## config.mk

```make
export PLATFORM = sky130hd
export DESIGN_NAME = packet_scheduler_top
export DESIGN_NICKNAME = d
export VERILOG_FILES = /design/src/hw/sched_pkg.sv /design/src/hw/packet_scheduler_top.sv /design/src/hw/egress_shaper.sv /design/src/hw/prio_scheduler.sv /design/src/hw/queue_store.sv
export SDC_FILE = /design/constraint.sdc
export NUM_CORES = 2
export LEC_CHECK = 0
export ABC_AREA = 1
export BUFFER_PORTS_ARGS = -buffer_cell sky130_fd_sc_hd__buf_2
export CORE_ASPECT_RATIO = 0.75
export CORE_UTILIZATION = 60
export CTS_CLUSTER_DIAMETER = 60
export DETAILED_ROUTE_END_ITERATION = 10
export PLACE_DENSITY = 0.82
export SLEW_MARGIN = 20
export SYNTH_ARGS = -nofsm -noshare
export SYNTH_HDL_FRONTEND = slang
export SYNTH_HIERARCHICAL = 1
export SYNTH_SLANG_ARGS = --single-unit
```

## constraint.sdc

```tcl
create_clock -name core_clk_ifc -period 6.4 [get_ports core_clk_ifc]
set_input_delay 0.32 -clock core_clk_ifc [delete_from_list [all_inputs] [get_ports core_clk_ifc]]
set_output_delay 0.32 -clock core_clk_ifc [all_outputs]
set_load 0.005 [all_outputs]
```

## src/hw/sched_pkg.sv

```systemverilog
////////////////////////////////////////////////////////////
// Shared constants and types for the egress packet scheduler
////////////////////////////////////////////////////////////

package sched_pkg;

    ////////////////////////////////////////////////////////////
    // Bus and packet sizes
    ////////////////////////////////////////////////////////////

    // Bytes per egress bus word
    parameter int DATA_BYTES = 64;

    // Packet length range
    parameter int MTU_BYTES = 1500;
    parameter int MIN_BYTES = 64;

    // Length field wide enough for MTU_BYTES
    parameter int BLEN_W = $clog2(MTU_BYTES + 1);

    // Word byte count, 0 up to DATA_BYTES inclusive
    parameter int WBYTES_W = $clog2(DATA_BYTES + 1);

    ////////////////////////////////////////////////////////////
    // Shaper settings
    ////////////////////////////////////////////////////////////

    // Preamble, SFD and inter-frame gap, charged once per packet
    parameter int ETH_OVERHEAD = 20;

    // Drain per core clock cycle, in bytes
    parameter int SHAPER_RATE = 8;

    // Signed accumulator width, holds well over one MTU of charge
    parameter int CHARGE_W = 16;

    ////////////////////////////////////////////////////////////
    // Scheduler FSM
    ////////////////////////////////////////////////////////////

    typedef enum logic {
        st_idle = 1'b0,
        st_send = 1'b1
    } sched_state_e;

endpackage
```

## src/hw/packet_scheduler_top.sv

```systemverilog
////////////////////////////////////////////////////////////
// Egress packet scheduler, queues to shaped word stream
////////////////////////////////////////////////////////////

module packet_scheduler_top #(
    parameter int  NUM_PORTS       = 4,
    parameter int  QUEUES_PER_PORT = 4,
    parameter int  QUEUE_DEPTH     = 8,
    localparam int NUM_QUEUES      = NUM_PORTS * QUEUES_PER_PORT,
    localparam int QID_W           = $clog2(NUM_QUEUES),
    localparam int PORT_W          = $clog2(NUM_PORTS)
) (
    input  logic                           core_clk_ifc,
    input  logic                           rst_n,
    input  logic                           enq_valid,
    input  logic [QID_W-1:0]               enq_queue,
    input  logic [sched_pkg::BLEN_W-1:0]   enq_blen,
    output logic                           enq_drop,
    output logic                           egr_valid,
    output logic [PORT_W-1:0]              egr_port,
    output logic [QID_W-1:0]               egr_queue,
    output logic [sched_pkg::WBYTES_W-1:0] egr_bytes,
    output logic                           egr_last
);

    import sched_pkg::*;

    logic [NUM_QUEUES-1:0] queue_empty;
    logic [BLEN_W-1:0]     head_blen;
    logic [QID_W-1:0]      rd_queue;
    logic                  pop;
    logic [QID_W-1:0]      pop_queue;
    logic [NUM_PORTS-1:0]  port_ready;

    ////////////////////////////////////////////////////////////
    // Input side
    ////////////////////////////////////////////////////////////

    queue_store #(
        .NUM_PORTS       (NUM_PORTS),
        .QUEUES_PER_PORT (QUEUES_PER_PORT),
        .QUEUE_DEPTH     (QUEUE_DEPTH)
    ) queue_store_i (
        .core_clk_ifc (core_clk_ifc),
        .rst_n        (rst_n),
        .enq_valid    (enq_valid),
        .enq_queue    (enq_queue),
        .enq_blen     (enq_blen),
        .pop          (pop),
        .pop_queue    (pop_queue),
        .rd_queue     (rd_queue),
        .enq_drop     (enq_drop),
        .queue_empty  (queue_empty),
        .head_blen    (head_blen)
    );

    ////////////////////////////////////////////////////////////
    // Scheduler and output shaper
    ////////////////////////////////////////////////////////////

    prio_scheduler #(
        .NUM_PORTS       (NUM_PORTS),
        .QUEUES_PER_PORT (QUEUES_PER_PORT)
    ) prio_scheduler_i (
        .core_clk_ifc (core_clk_ifc),
        .rst_n        (rst_n),
        .queue_empty  (queue_empty),
        .head_blen    (head_blen),
        .port_ready   (port_ready),
        .rd_queue     (rd_queue),
        .pop          (pop),
        .pop_queue    (pop_queue),
        .egr_valid    (egr_valid),
        .egr_port     (egr_port),
        .egr_queue    (egr_queue),
        .egr_bytes    (egr_bytes),
        .egr_last     (egr_last)
    );

    // Shaper sees the same words that leave the block
    egress_shaper #(
        .NUM_PORTS (NUM_PORTS)
    ) egress_shaper_i (
        .core_clk_ifc (core_clk_ifc),
        .rst_n        (rst_n),
        .word_valid   (egr_valid),
        .word_port    (egr_port),
        .word_bytes   (egr_bytes),
        .word_last    (egr_last),
        .port_ready   (port_ready)
    );

endmodule

```

## src/hw/egress_shaper.sv

```systemverilog
////////////////////////////////////////////////////////////
// Per-port byte charge shaper, ready while the charge is negative
////////////////////////////////////////////////////////////

module egress_shaper #(
    parameter int  NUM_PORTS = 4,
    localparam int PORT_W    = $clog2(NUM_PORTS)
) (
    input  logic                           core_clk_ifc,
    input  logic                           rst_n,
    input  logic                           word_valid,
    input  logic [PORT_W-1:0]              word_port,
    input  logic [sched_pkg::WBYTES_W-1:0] word_bytes,
    input  logic                           word_last,
    output logic [NUM_PORTS-1:0]           port_ready
);

    import sched_pkg::*;

    localparam logic signed [CHARGE_W-1:0] OVERHEAD_C = CHARGE_W'(ETH_OVERHEAD);
    localparam logic signed [CHARGE_W-1:0] RATE_C     = CHARGE_W'(SHAPER_RATE);

    for (genvar p = 0; p < NUM_PORTS; p++) begin : g_port

        logic signed [CHARGE_W-1:0] charge;
        logic signed [CHARGE_W-1:0] charge_add;
        logic signed [CHARGE_W-1:0] charge_sub;

        // Word bytes, plus the per-packet overhead on the last word
        always_comb begin
            charge_add = '0;
            if (word_valid && (word_port == PORT_W'(p))) begin
                charge_add = CHARGE_W'(word_bytes);
                if (word_last) begin
                    charge_add = charge_add + OVERHEAD_C;
                end
            end
        end

        // Drain only while there is charge left
        assign charge_sub = charge[CHARGE_W-1] ? '0 : RATE_C;

        always_ff @(posedge core_clk_ifc) begin
            if (!rst_n) begin
                charge <= '1;
            end else begin
                charge <= charge + charge_add - charge_sub;
            end
        end

        // Sign bit set means negative charge
        assign port_ready[p] = charge[CHARGE_W-1];
    end

endmodule

```

## src/hw/prio_scheduler.sv

```systemverilog
////////////////////////////////////////////////////////////
// Round robin across ready ports, strict priority within a port
// Cuts the chosen packet into bus words
////////////////////////////////////////////////////////////

module prio_scheduler #(
    parameter int  NUM_PORTS       = 4,
    parameter int  QUEUES_PER_PORT = 4,
    localparam int NUM_QUEUES      = NUM_PORTS * QUEUES_PER_PORT,
    localparam int QID_W           = $clog2(NUM_QUEUES),
    localparam int PORT_W          = $clog2(NUM_PORTS)
) (
    input  logic                           core_clk_ifc,
    input  logic                           rst_n,
    input  logic [NUM_QUEUES-1:0]          queue_empty,
    input  logic [sched_pkg::BLEN_W-1:0]   head_blen,
    input  logic [NUM_PORTS-1:0]           port_ready,
    output logic [QID_W-1:0]               rd_queue,
    output logic                           pop,
    output logic [QID_W-1:0]               pop_queue,
    output logic                           egr_valid,
    output logic [PORT_W-1:0]              egr_port,
    output logic [QID_W-1:0]               egr_queue,
    output logic [sched_pkg::WBYTES_W-1:0] egr_bytes,
    output logic                           egr_last
);

    import sched_pkg::*;

    localparam int PRIO_W = $clog2(QUEUES_PER_PORT);
    localparam logic [BLEN_W-1:0]   WORD_BLEN  = BLEN_W'(DATA_BYTES);
    localparam logic [WBYTES_W-1:0] WORD_BYTES = WBYTES_W'(DATA_BYTES);

    sched_state_e state;

    logic [PORT_W-1:0]    last_port;
    logic [NUM_PORTS-1:0] port_eligible;
    logic                 found;
    logic [PORT_W-1:0]    sel_port;
    logic [PRIO_W-1:0]    sel_prio;
    logic [QID_W-1:0]     sel_queue;
    logic                 grant;

    // Packet in flight
    logic [QID_W-1:0]  cur_queue;
    logic [BLEN_W-1:0] remaining;
    logic              final_word;

    ////////////////////////////////////////////////////////////
    // Port and queue selection
    ////////////////////////////////////////////////////////////

    for (genvar p = 0; p < NUM_PORTS; p++) begin : g_elig
        assign port_eligible[p] = port_ready[p] &&
                                  !(&queue_empty[p*QUEUES_PER_PORT +: QUEUES_PER_PORT]);
    end

    // Scan starts one past the last served port
    always_comb begin
        found    = 1'b0;
        sel_port = last_port;
        for (int i = 1; i <= NUM_PORTS; i++) begin
            if (!found && port_eligible[(int'(last_port) + i) % NUM_PORTS]) begin
                found    = 1'b1;
                sel_port = PORT_W'((int'(last_port) + i) % NUM_PORTS);
            end
        end
    end

    // Highest index wins, so the last non-empty hit is kept
    always_comb begin
        sel_prio = '0;
        for (int q = 0; q < QUEUES_PER_PORT; q++) begin
            if (!queue_empty[int'(sel_port) * QUEUES_PER_PORT + q]) begin
                sel_prio = PRIO_W'(q);
            end
        end
    end

    assign sel_queue = {sel_port, sel_prio};
    assign rd_queue  = sel_queue;
    assign grant     = (state == st_idle) && found;

    ////////////////////////////////////////////////////////////
    // FSM
    ////////////////////////////////////////////////////////////

    always_ff @(posedge core_clk_ifc) begin
        if (!rst_n) begin
            state     <= st_idle;
            last_port <= PORT_W'(NUM_PORTS - 1);
        end else begin
            case (state)
                st_idle: begin
                    if (found) begin
                        state     <= st_send;
                        last_port <= sel_port;
                    end
                end
                st_send: begin
                    if (final_word) begin
                        state <= st_idle;
                    end
                end
                default: begin
                    state <= st_idle;
                end
            endcase
        end
    end

    ////////////////////////////////////////////////////////////
    // Segmentation
    ////////////////////////////////////////////////////////////

    // Byte countdown, loaded from the head length at grant
    always_ff @(posedge core_clk_ifc) begin
        if (grant) begin
            cur_queue <= sel_queue;
            remaining <= head_blen;
        end else if ((state == st_send) && !final_word) begin
            remaining <= remaining - WORD_BLEN;
        end
    end

    // Remainder of 1 to DATA_BYTES goes out on the last word
    assign final_word = (remaining <= WORD_BLEN);

    assign egr_valid = (state == st_send);
    assign egr_last  = egr_valid && final_word;
    assign egr_bytes = final_word ? remaining[WBYTES_W-1:0] : WORD_BYTES;
    assign egr_queue = cur_queue;
    assign egr_port  = cur_queue[QID_W-1 -: PORT_W];

    // Queue entry leaves with its last word
    assign pop       = egr_last;
    assign pop_queue = cur_queue;

endmodule

```

## src/hw/queue_store.sv

```systemverilog
////////////////////////////////////////////////////////////
// Packet length queues, one circular FIFO per queue
// Drops enqueues to full queues, pops on scheduler request
////////////////////////////////////////////////////////////

module queue_store #(
    parameter int  NUM_PORTS       = 4,
    parameter int  QUEUES_PER_PORT = 4,
    parameter int  QUEUE_DEPTH     = 8,
    localparam int NUM_QUEUES      = NUM_PORTS * QUEUES_PER_PORT,
    localparam int QID_W           = $clog2(NUM_QUEUES)
) (
    input  logic                         core_clk_ifc,
    input  logic                         rst_n,
    input  logic                         enq_valid,
    input  logic [QID_W-1:0]             enq_queue,
    input  logic [sched_pkg::BLEN_W-1:0] enq_blen,
    input  logic                         pop,
    input  logic [QID_W-1:0]             pop_queue,
    input  logic [QID_W-1:0]             rd_queue,
    output logic                         enq_drop,
    output logic [NUM_QUEUES-1:0]        queue_empty,
    output logic [sched_pkg::BLEN_W-1:0] head_blen
);

    import sched_pkg::*;

    localparam int PTR_W = $clog2(QUEUE_DEPTH);
    localparam int CNT_W = $clog2(QUEUE_DEPTH + 1);
    localparam logic [CNT_W-1:0] FULL_CNT = CNT_W'(QUEUE_DEPTH);

    // Length storage, indexed by queue then slot
    logic [BLEN_W-1:0] len_mem [NUM_QUEUES][QUEUE_DEPTH];

    logic [PTR_W-1:0] wr_ptr [NUM_QUEUES];
    logic [PTR_W-1:0] rd_ptr [NUM_QUEUES];
    logic [CNT_W-1:0] fill   [NUM_QUEUES];

    logic                  enq_full;
    logic                  enq_accept;
    logic [NUM_QUEUES-1:0] push_hit;
    logic [NUM_QUEUES-1:0] pop_hit;

    ////////////////////////////////////////////////////////////
    // Accept or drop
    ////////////////////////////////////////////////////////////

    // Fill count before this edge decides, a same-cycle pop does not make room
    assign enq_full   = (fill[enq_queue] == FULL_CNT);
    assign enq_accept = enq_valid && !enq_full;

    always_comb begin
        for (int q = 0; q < NUM_QUEUES; q++) begin
            push_hit[q] = enq_accept && (enq_queue == QID_W'(q));
            pop_hit[q]  = pop && (pop_queue == QID_W'(q)) && (fill[q] != '0);
        end
    end

    always_ff @(posedge core_clk_ifc) begin
        if (!rst_n) begin
            enq_drop <= 1'b0;
        end else begin
            enq_drop <= enq_valid && enq_full;
        end
    end

    ////////////////////////////////////////////////////////////
    // FIFO storage and pointers
    ////////////////////////////////////////////////////////////

    always_ff @(posedge core_clk_ifc) begin
        if (enq_accept) begin
            len_mem[enq_queue][wr_ptr[enq_queue]] <= enq_blen;
        end
    end

    // Pointers wrap naturally, depth is a power of two
    always_ff @(posedge core_clk_ifc) begin
        if (!rst_n) begin
            for (int q = 0; q < NUM_QUEUES; q++) begin
                wr_ptr[q] <= '0;
                rd_ptr[q] <= '0;
                fill[q]   <= '0;
            end
        end else begin
            for (int q = 0; q < NUM_QUEUES; q++) begin
                if (push_hit[q]) begin
                    wr_ptr[q] <= wr_ptr[q] + 1'b1;
                end
                if (pop_hit[q]) begin
                    rd_ptr[q] <= rd_ptr[q] + 1'b1;
                end
                if (push_hit[q] && !pop_hit[q]) begin
                    fill[q] <= fill[q] + 1'b1;
                end else if (!push_hit[q] && pop_hit[q]) begin
                    fill[q] <= fill[q] - 1'b1;
                end
            end
        end
    end

    ////////////////////////////////////////////////////////////
    // Status to the scheduler
    ////////////////////////////////////////////////////////////

    always_comb begin
        for (int q = 0; q < NUM_QUEUES; q++) begin
            queue_empty[q] = (fill[q] == '0);
        end
    end

    // Oldest length of the queue the scheduler is looking at
    assign head_blen = len_mem[rd_queue][rd_ptr[rd_queue]];

endmodule

```

Word level (Yosys, flattened, before mapping)
Memory sizes are Yosys's and may differ from the RTL's.
Cells that the tools add are included.

cells by class
  muxes and demuxes = 327
  reduce and logical (&&, ||, !) cells = 183
  equality and inequality tests = 34
  bitwise operators = 71
  order comparisons = 11
  $add $sub $neg = 81

operators with widths
  operator             number
  $mux 1               231
  $mux 4               36
  $logic_and 1x1->1    97
  $add 3x1->3 const B  32
  $lt 32x6->1 const B  3
  $mux 3               32
  $mux 88              1
  $mux 16              5
  $logic_not 4->1      18
  $eq 4x4->1 const B   17
  $add 16x16->16       4
  $add 4x1->4 const B  16
  $or 1x1->1           64
  $reduce_bool 4->1    16
  $sub 16x16->16       4
  $sub 4x1->4 const B  16
  $mux 11              5
  $logic_not 1->1      41
  $bmux 11 s3          1
  $demux 11 s3         1
  $eq 4x3->1 const B   8
  $eq 4x2->1 const B   4
  $lt 3x4->1 const B   4
  $reduce_and 4->1     4
  24 further kinds     47

word-level totals
  flip-flop bits (word level) = 83
  bits in writable memories = 1568
  output and inout bits = 16
  memories = 4
  logic and storage cells = 720

memory list
  name                   depth  bits a word  rd ports  clocked after Yosys merged registers in  write ports  RTL line           RTL
  queue_store_i.len_mem  16     88           1         0                                        1            queue_store.sv:33  logic [BLEN_W-1:0] len_mem [NUM_QUEUES][QUEUE_DEPTH];
  queue_store_i.fill     16     4            17        0                                        16           queue_store.sv:37  logic [CNT_W-1:0] fill [NUM_QUEUES];
  queue_store_i.rd_ptr   16     3            17        0                                        16           queue_store.sv:36  logic [PTR_W-1:0] rd_ptr [NUM_QUEUES];
  queue_store_i.wr_ptr   16     3            17        0                                        16           queue_store.sv:35  logic [PTR_W-1:0] wr_ptr [NUM_QUEUES];

Depth between registers and ports, before layout
An unclocked memory read counts as a cell.

  depth in word-level cells = 31
  depth in mapped cells = 40

By module
The synthesis kept the hierarchy.

modules (own cells, without submodules)
  module          area each (um^2)  cells each  seq. area each (um^2)  instances
  queue_store     66618.9           5523        47105.2                1
  egress_shaper   6332.3            1086        1281.2                 1
  prio_scheduler  1418.9            194         510.5                  1

Least setup slack after synthesis
No wires, ideal clock.

  path kind = register -> register
  from = memory queue_store_i/fill[11][0] in the netlist's numbering
  to = register prio_scheduler_i.remaining[9] (data pin)
  path buffers = 6
  setup time = 0.257 ns
  arrival time = 3.686 ns
  setup slack = 2.457 ns
  cell stages (with the launch flop) = 33
  cells stage by stage = edfxtp_1 nor4_1 nand2_1 inv_1 nand2_1 nand3_1 nand2_1 nand2_1 nand2_1 nand2_1 nand3_1 nand2_2 nand2_1 nand3_1 nand2_1 inv_2 nand2_1 buf_4 buf_6 buf_4 buf_6 buf_2 buf_2 nor2_1 o22ai_1 o211ai_1 nand3_1 nand2_1 nand2_1 nand3_1 nand2_1 nand2_1 o21ai_2

RTL lines
  what                  RTL line               RTL
  from (decl)           queue_store.sv:37
  to (signal assigned)  prio_scheduler.sv:120  remaining <= head_blen;
  to (signal assigned)  prio_scheduler.sv:122  remaining <= remaining - WORD_BLEN;
  to (decl)             prio_scheduler.sv:46   logic [BLEN_W-1:0] remaining;

==> out/metrics.cfg <==
[worst_hold_path]
hp-start=enq_blen[0]
worstHoldPathCells=1
min_to=queue_store_i/len_mem[0][77]$_DFFE_PP_
hold_path.class=in2reg

[place]
io_buffers=33
place.gp.congestion=0.985
dpl.hpwl_mm=121

[timing]
hold_viol=0
post-route-min-period_ns=5.82
skew_ns=0.0248
timing.fmax_ghz=0.172
setup_viol=0
finalCritPeriodShare_pct=91.0
tightest_slew_ns=1.36
drv_slew=0
rsz0062_at_grt=no
fin_setup_tns_ns=0
relSlewSlack_pct=9.14

[synth]
netlist_instances=6803
synth_most_common_cell=edfxtp_1
yosys_warnings=6
synth_nets=6991
synth_top_area_share_pct=63.9
yosys-top-cells-area=edfxtp_1 (64%), nor2_1 (5.9%), o21ai_0 (5.3%), nand2_1 (5.3%), ha_1 (2.5%)
synth_edf_count=1583
syn_area_per_cell_um2=10.9
ys_seq_area_share_pct=65.7
synthTopCellsByCount=edfxtp_1 (1,583), nor2_1 (1,170), nand2_1 (1,041)
synth_largest_area_cell=edfxtp_1
ys.flop_type=edfxtp_1
synthArstFlopShare_pct=0
ys_types=49
ys_ff_latch=1651
synth.cell_area_um2=74400

[grt]
grt_overflow_total=0
grt_pass1_vias=50300
antenna_found_initial=10
grt_usage_pct=31.5
grt_first_pass_wirelength_mm=300
busiest_layer=met2
grt.met2_usage_pct=46.1
met1_usage_pct=44.8
met3_usage_pct=8.34
grt_max_degree=145

[routing]
drtPass1Iterations=6
vias=53900
final_antenna_net_count=0
via_per_inst=6.36
wl_mm=200
drt-initial-drc-count=8802
routedWlPerCell_um=23.7
drc=0

[setup_path]
regToRegStartpoint=queue_store_i/fill[8][0]$_SDFFCE_PN0P_
endpoint_kind=flip-flop
cp_slowest_stage_delay_ns=0.64
worstSetupPathType=reg2reg
r2r_end=prio_scheduler_i/remaining[9]$_DFFE_PP_
required_ns=7.02
crit_fanout=59
ff2ff_path_depth=28
startpoint_type=flip-flop
cp-startpoint=queue_store_i/fill[8][0]$_SDFFCE_PN0P_
slowest_stage=nor4_1
cp_common_cell=nand2_1
crit_arrival_ns=6.44
reg2reg_slack_ns=0.58

[die]
die_h_um=307
core_um2=122000
io_pins=34
fp.dieW_um=409
start_util_pct=60.7
rows=111
dieArea_um2=125000

[cells_and_area]
final_nets=6889
drive_above_1_share_pct=7.12
final_core_util_pct=65.8
area.growth.synth_to_final_pct=8.43

[clocking]
cts-root-buf=clkbuf_16
cts_setup_buffers=0
cts_sinks=1651
worstSkewPairLatency_ns=0.78
clockBufferDepth=3
cts_resized=0
cts_tree=yes
cts.clk_slew.worst_paths_ns=0.07
htreeDepth=4
cts_buffers=153
holdBufCountCts=3

[job]
cap_viol_max_count=0

[status]
status=finished clean

per-layer routing:
metal / routed length (µm) / vias up
met5: 93 / -
met2: 87600 / 4010
met4: 7890 / 14
met3: 29200 / 561
li1: - / 23600
met1: 75500 / 25700
placed cells by master (no fill, tap or decap), types with 30 or more instances in the layout:
cell type and count:
o211ai_1 163, xor2_1 35, edfxtp_1 1583, xnor2_1 42, inv_1 494, nand3_1 306
buf_4 72, o21ai_0 783, nor3_1 30, clkbuf_16 156, dfxtp_1 68, clkinv_2 33
a21oi_1 89, nor2_2 61, o221ai_1 76, nand2_1 1038, clkbuf_1 37, nor2_1 1114
o22ai_1 180, ha_1 151
registers in the layout, indices dropped and copies added (netlist names):
signal and count:
queue_store_i/len_mem 1408, queue_store_i/fill 64, queue_store_i/wr_ptr 48, queue_store_i/enq_drop 1
prio_scheduler_i/last_port 2, egress_shaper_i/g_port.charge 64, prio_scheduler_i/remaining 11, prio_scheduler_i/egr_queue 4
prio_scheduler_i/egr_valid 1, queue_store_i/rd_ptr 48
worst max path at each step:
| stage | endpoint | slack [ns] | cells past startpoint |
|---|---|---|---|
| after CTS | prio_scheduler_i/remaining[10]$_DFFE_PP_ | 0.77 | 31 |
| final | prio_scheduler_i/remaining[9]$_DFFE_PP_ | 0.58 | 28 |
| after global placement | prio_scheduler_i/remaining[6]$_DFFE_PP_ | 0.98 | 31 |
| after detailed placement | prio_scheduler_i/remaining[10]$_DFFE_PP_ | 0.79 | 31 |
| after floorplan | prio_scheduler_i/remaining[9]$_DFFE_PP_ | 2.46 | 32 |
| after global routing | prio_scheduler_i/remaining[10]$_DFFE_PP_ | 0.11 | 31 |
final cells by class:
cell class / count / area (µm²)
Tap cell: 1638 / 2050
Timing Repair Buffer: 115 / 1040
Fill cell: 8677 / 41900
Inverter: 520 / 1970
Clock buffer: 193 / 4040
Clock inverter: 83 / 718
Sequential cell: 1651 / 48900
Multi-Input combinational cell: 4260 / 21900
Antenna cell: 5 / 12.5
cell families after synthesis:
logic type,synth area share (%)
xor gates and xnor gates,0.944
adders and majority gates,3.05
AOI/OAI and AO/OA,10.5
and+or+nand+nor,14.7
buffers and inverters,5.03
DFF,65.7
stage by stage:
stage,worst slack [ns],cells,hold slack [ns],instance area [µm²]
global route,0.115,8460,0.0695,80600
CTS,0.770,8459,0.0247,80500
finish,0.577,8465,0.0619,80600
detailed placement,0.793,8180,0.513,75700
global placement,0.982,8180,0.506,75700
floorplan,2.46,6803,0.419,74400
worst max-delay path: cells and delay by family (launching register included):
family	cells	cell delay, ns
AND/OR/NAND/NOR	20	3.39
buffers and inverters	4	0.95
AO/OA/AOI/OAI	4	0.84
flip-flops	1	0.44
Power is left out: the tool's default activity adds up to more than one toggle a clock period on the data nets, which glitch-free logic cannot reach.
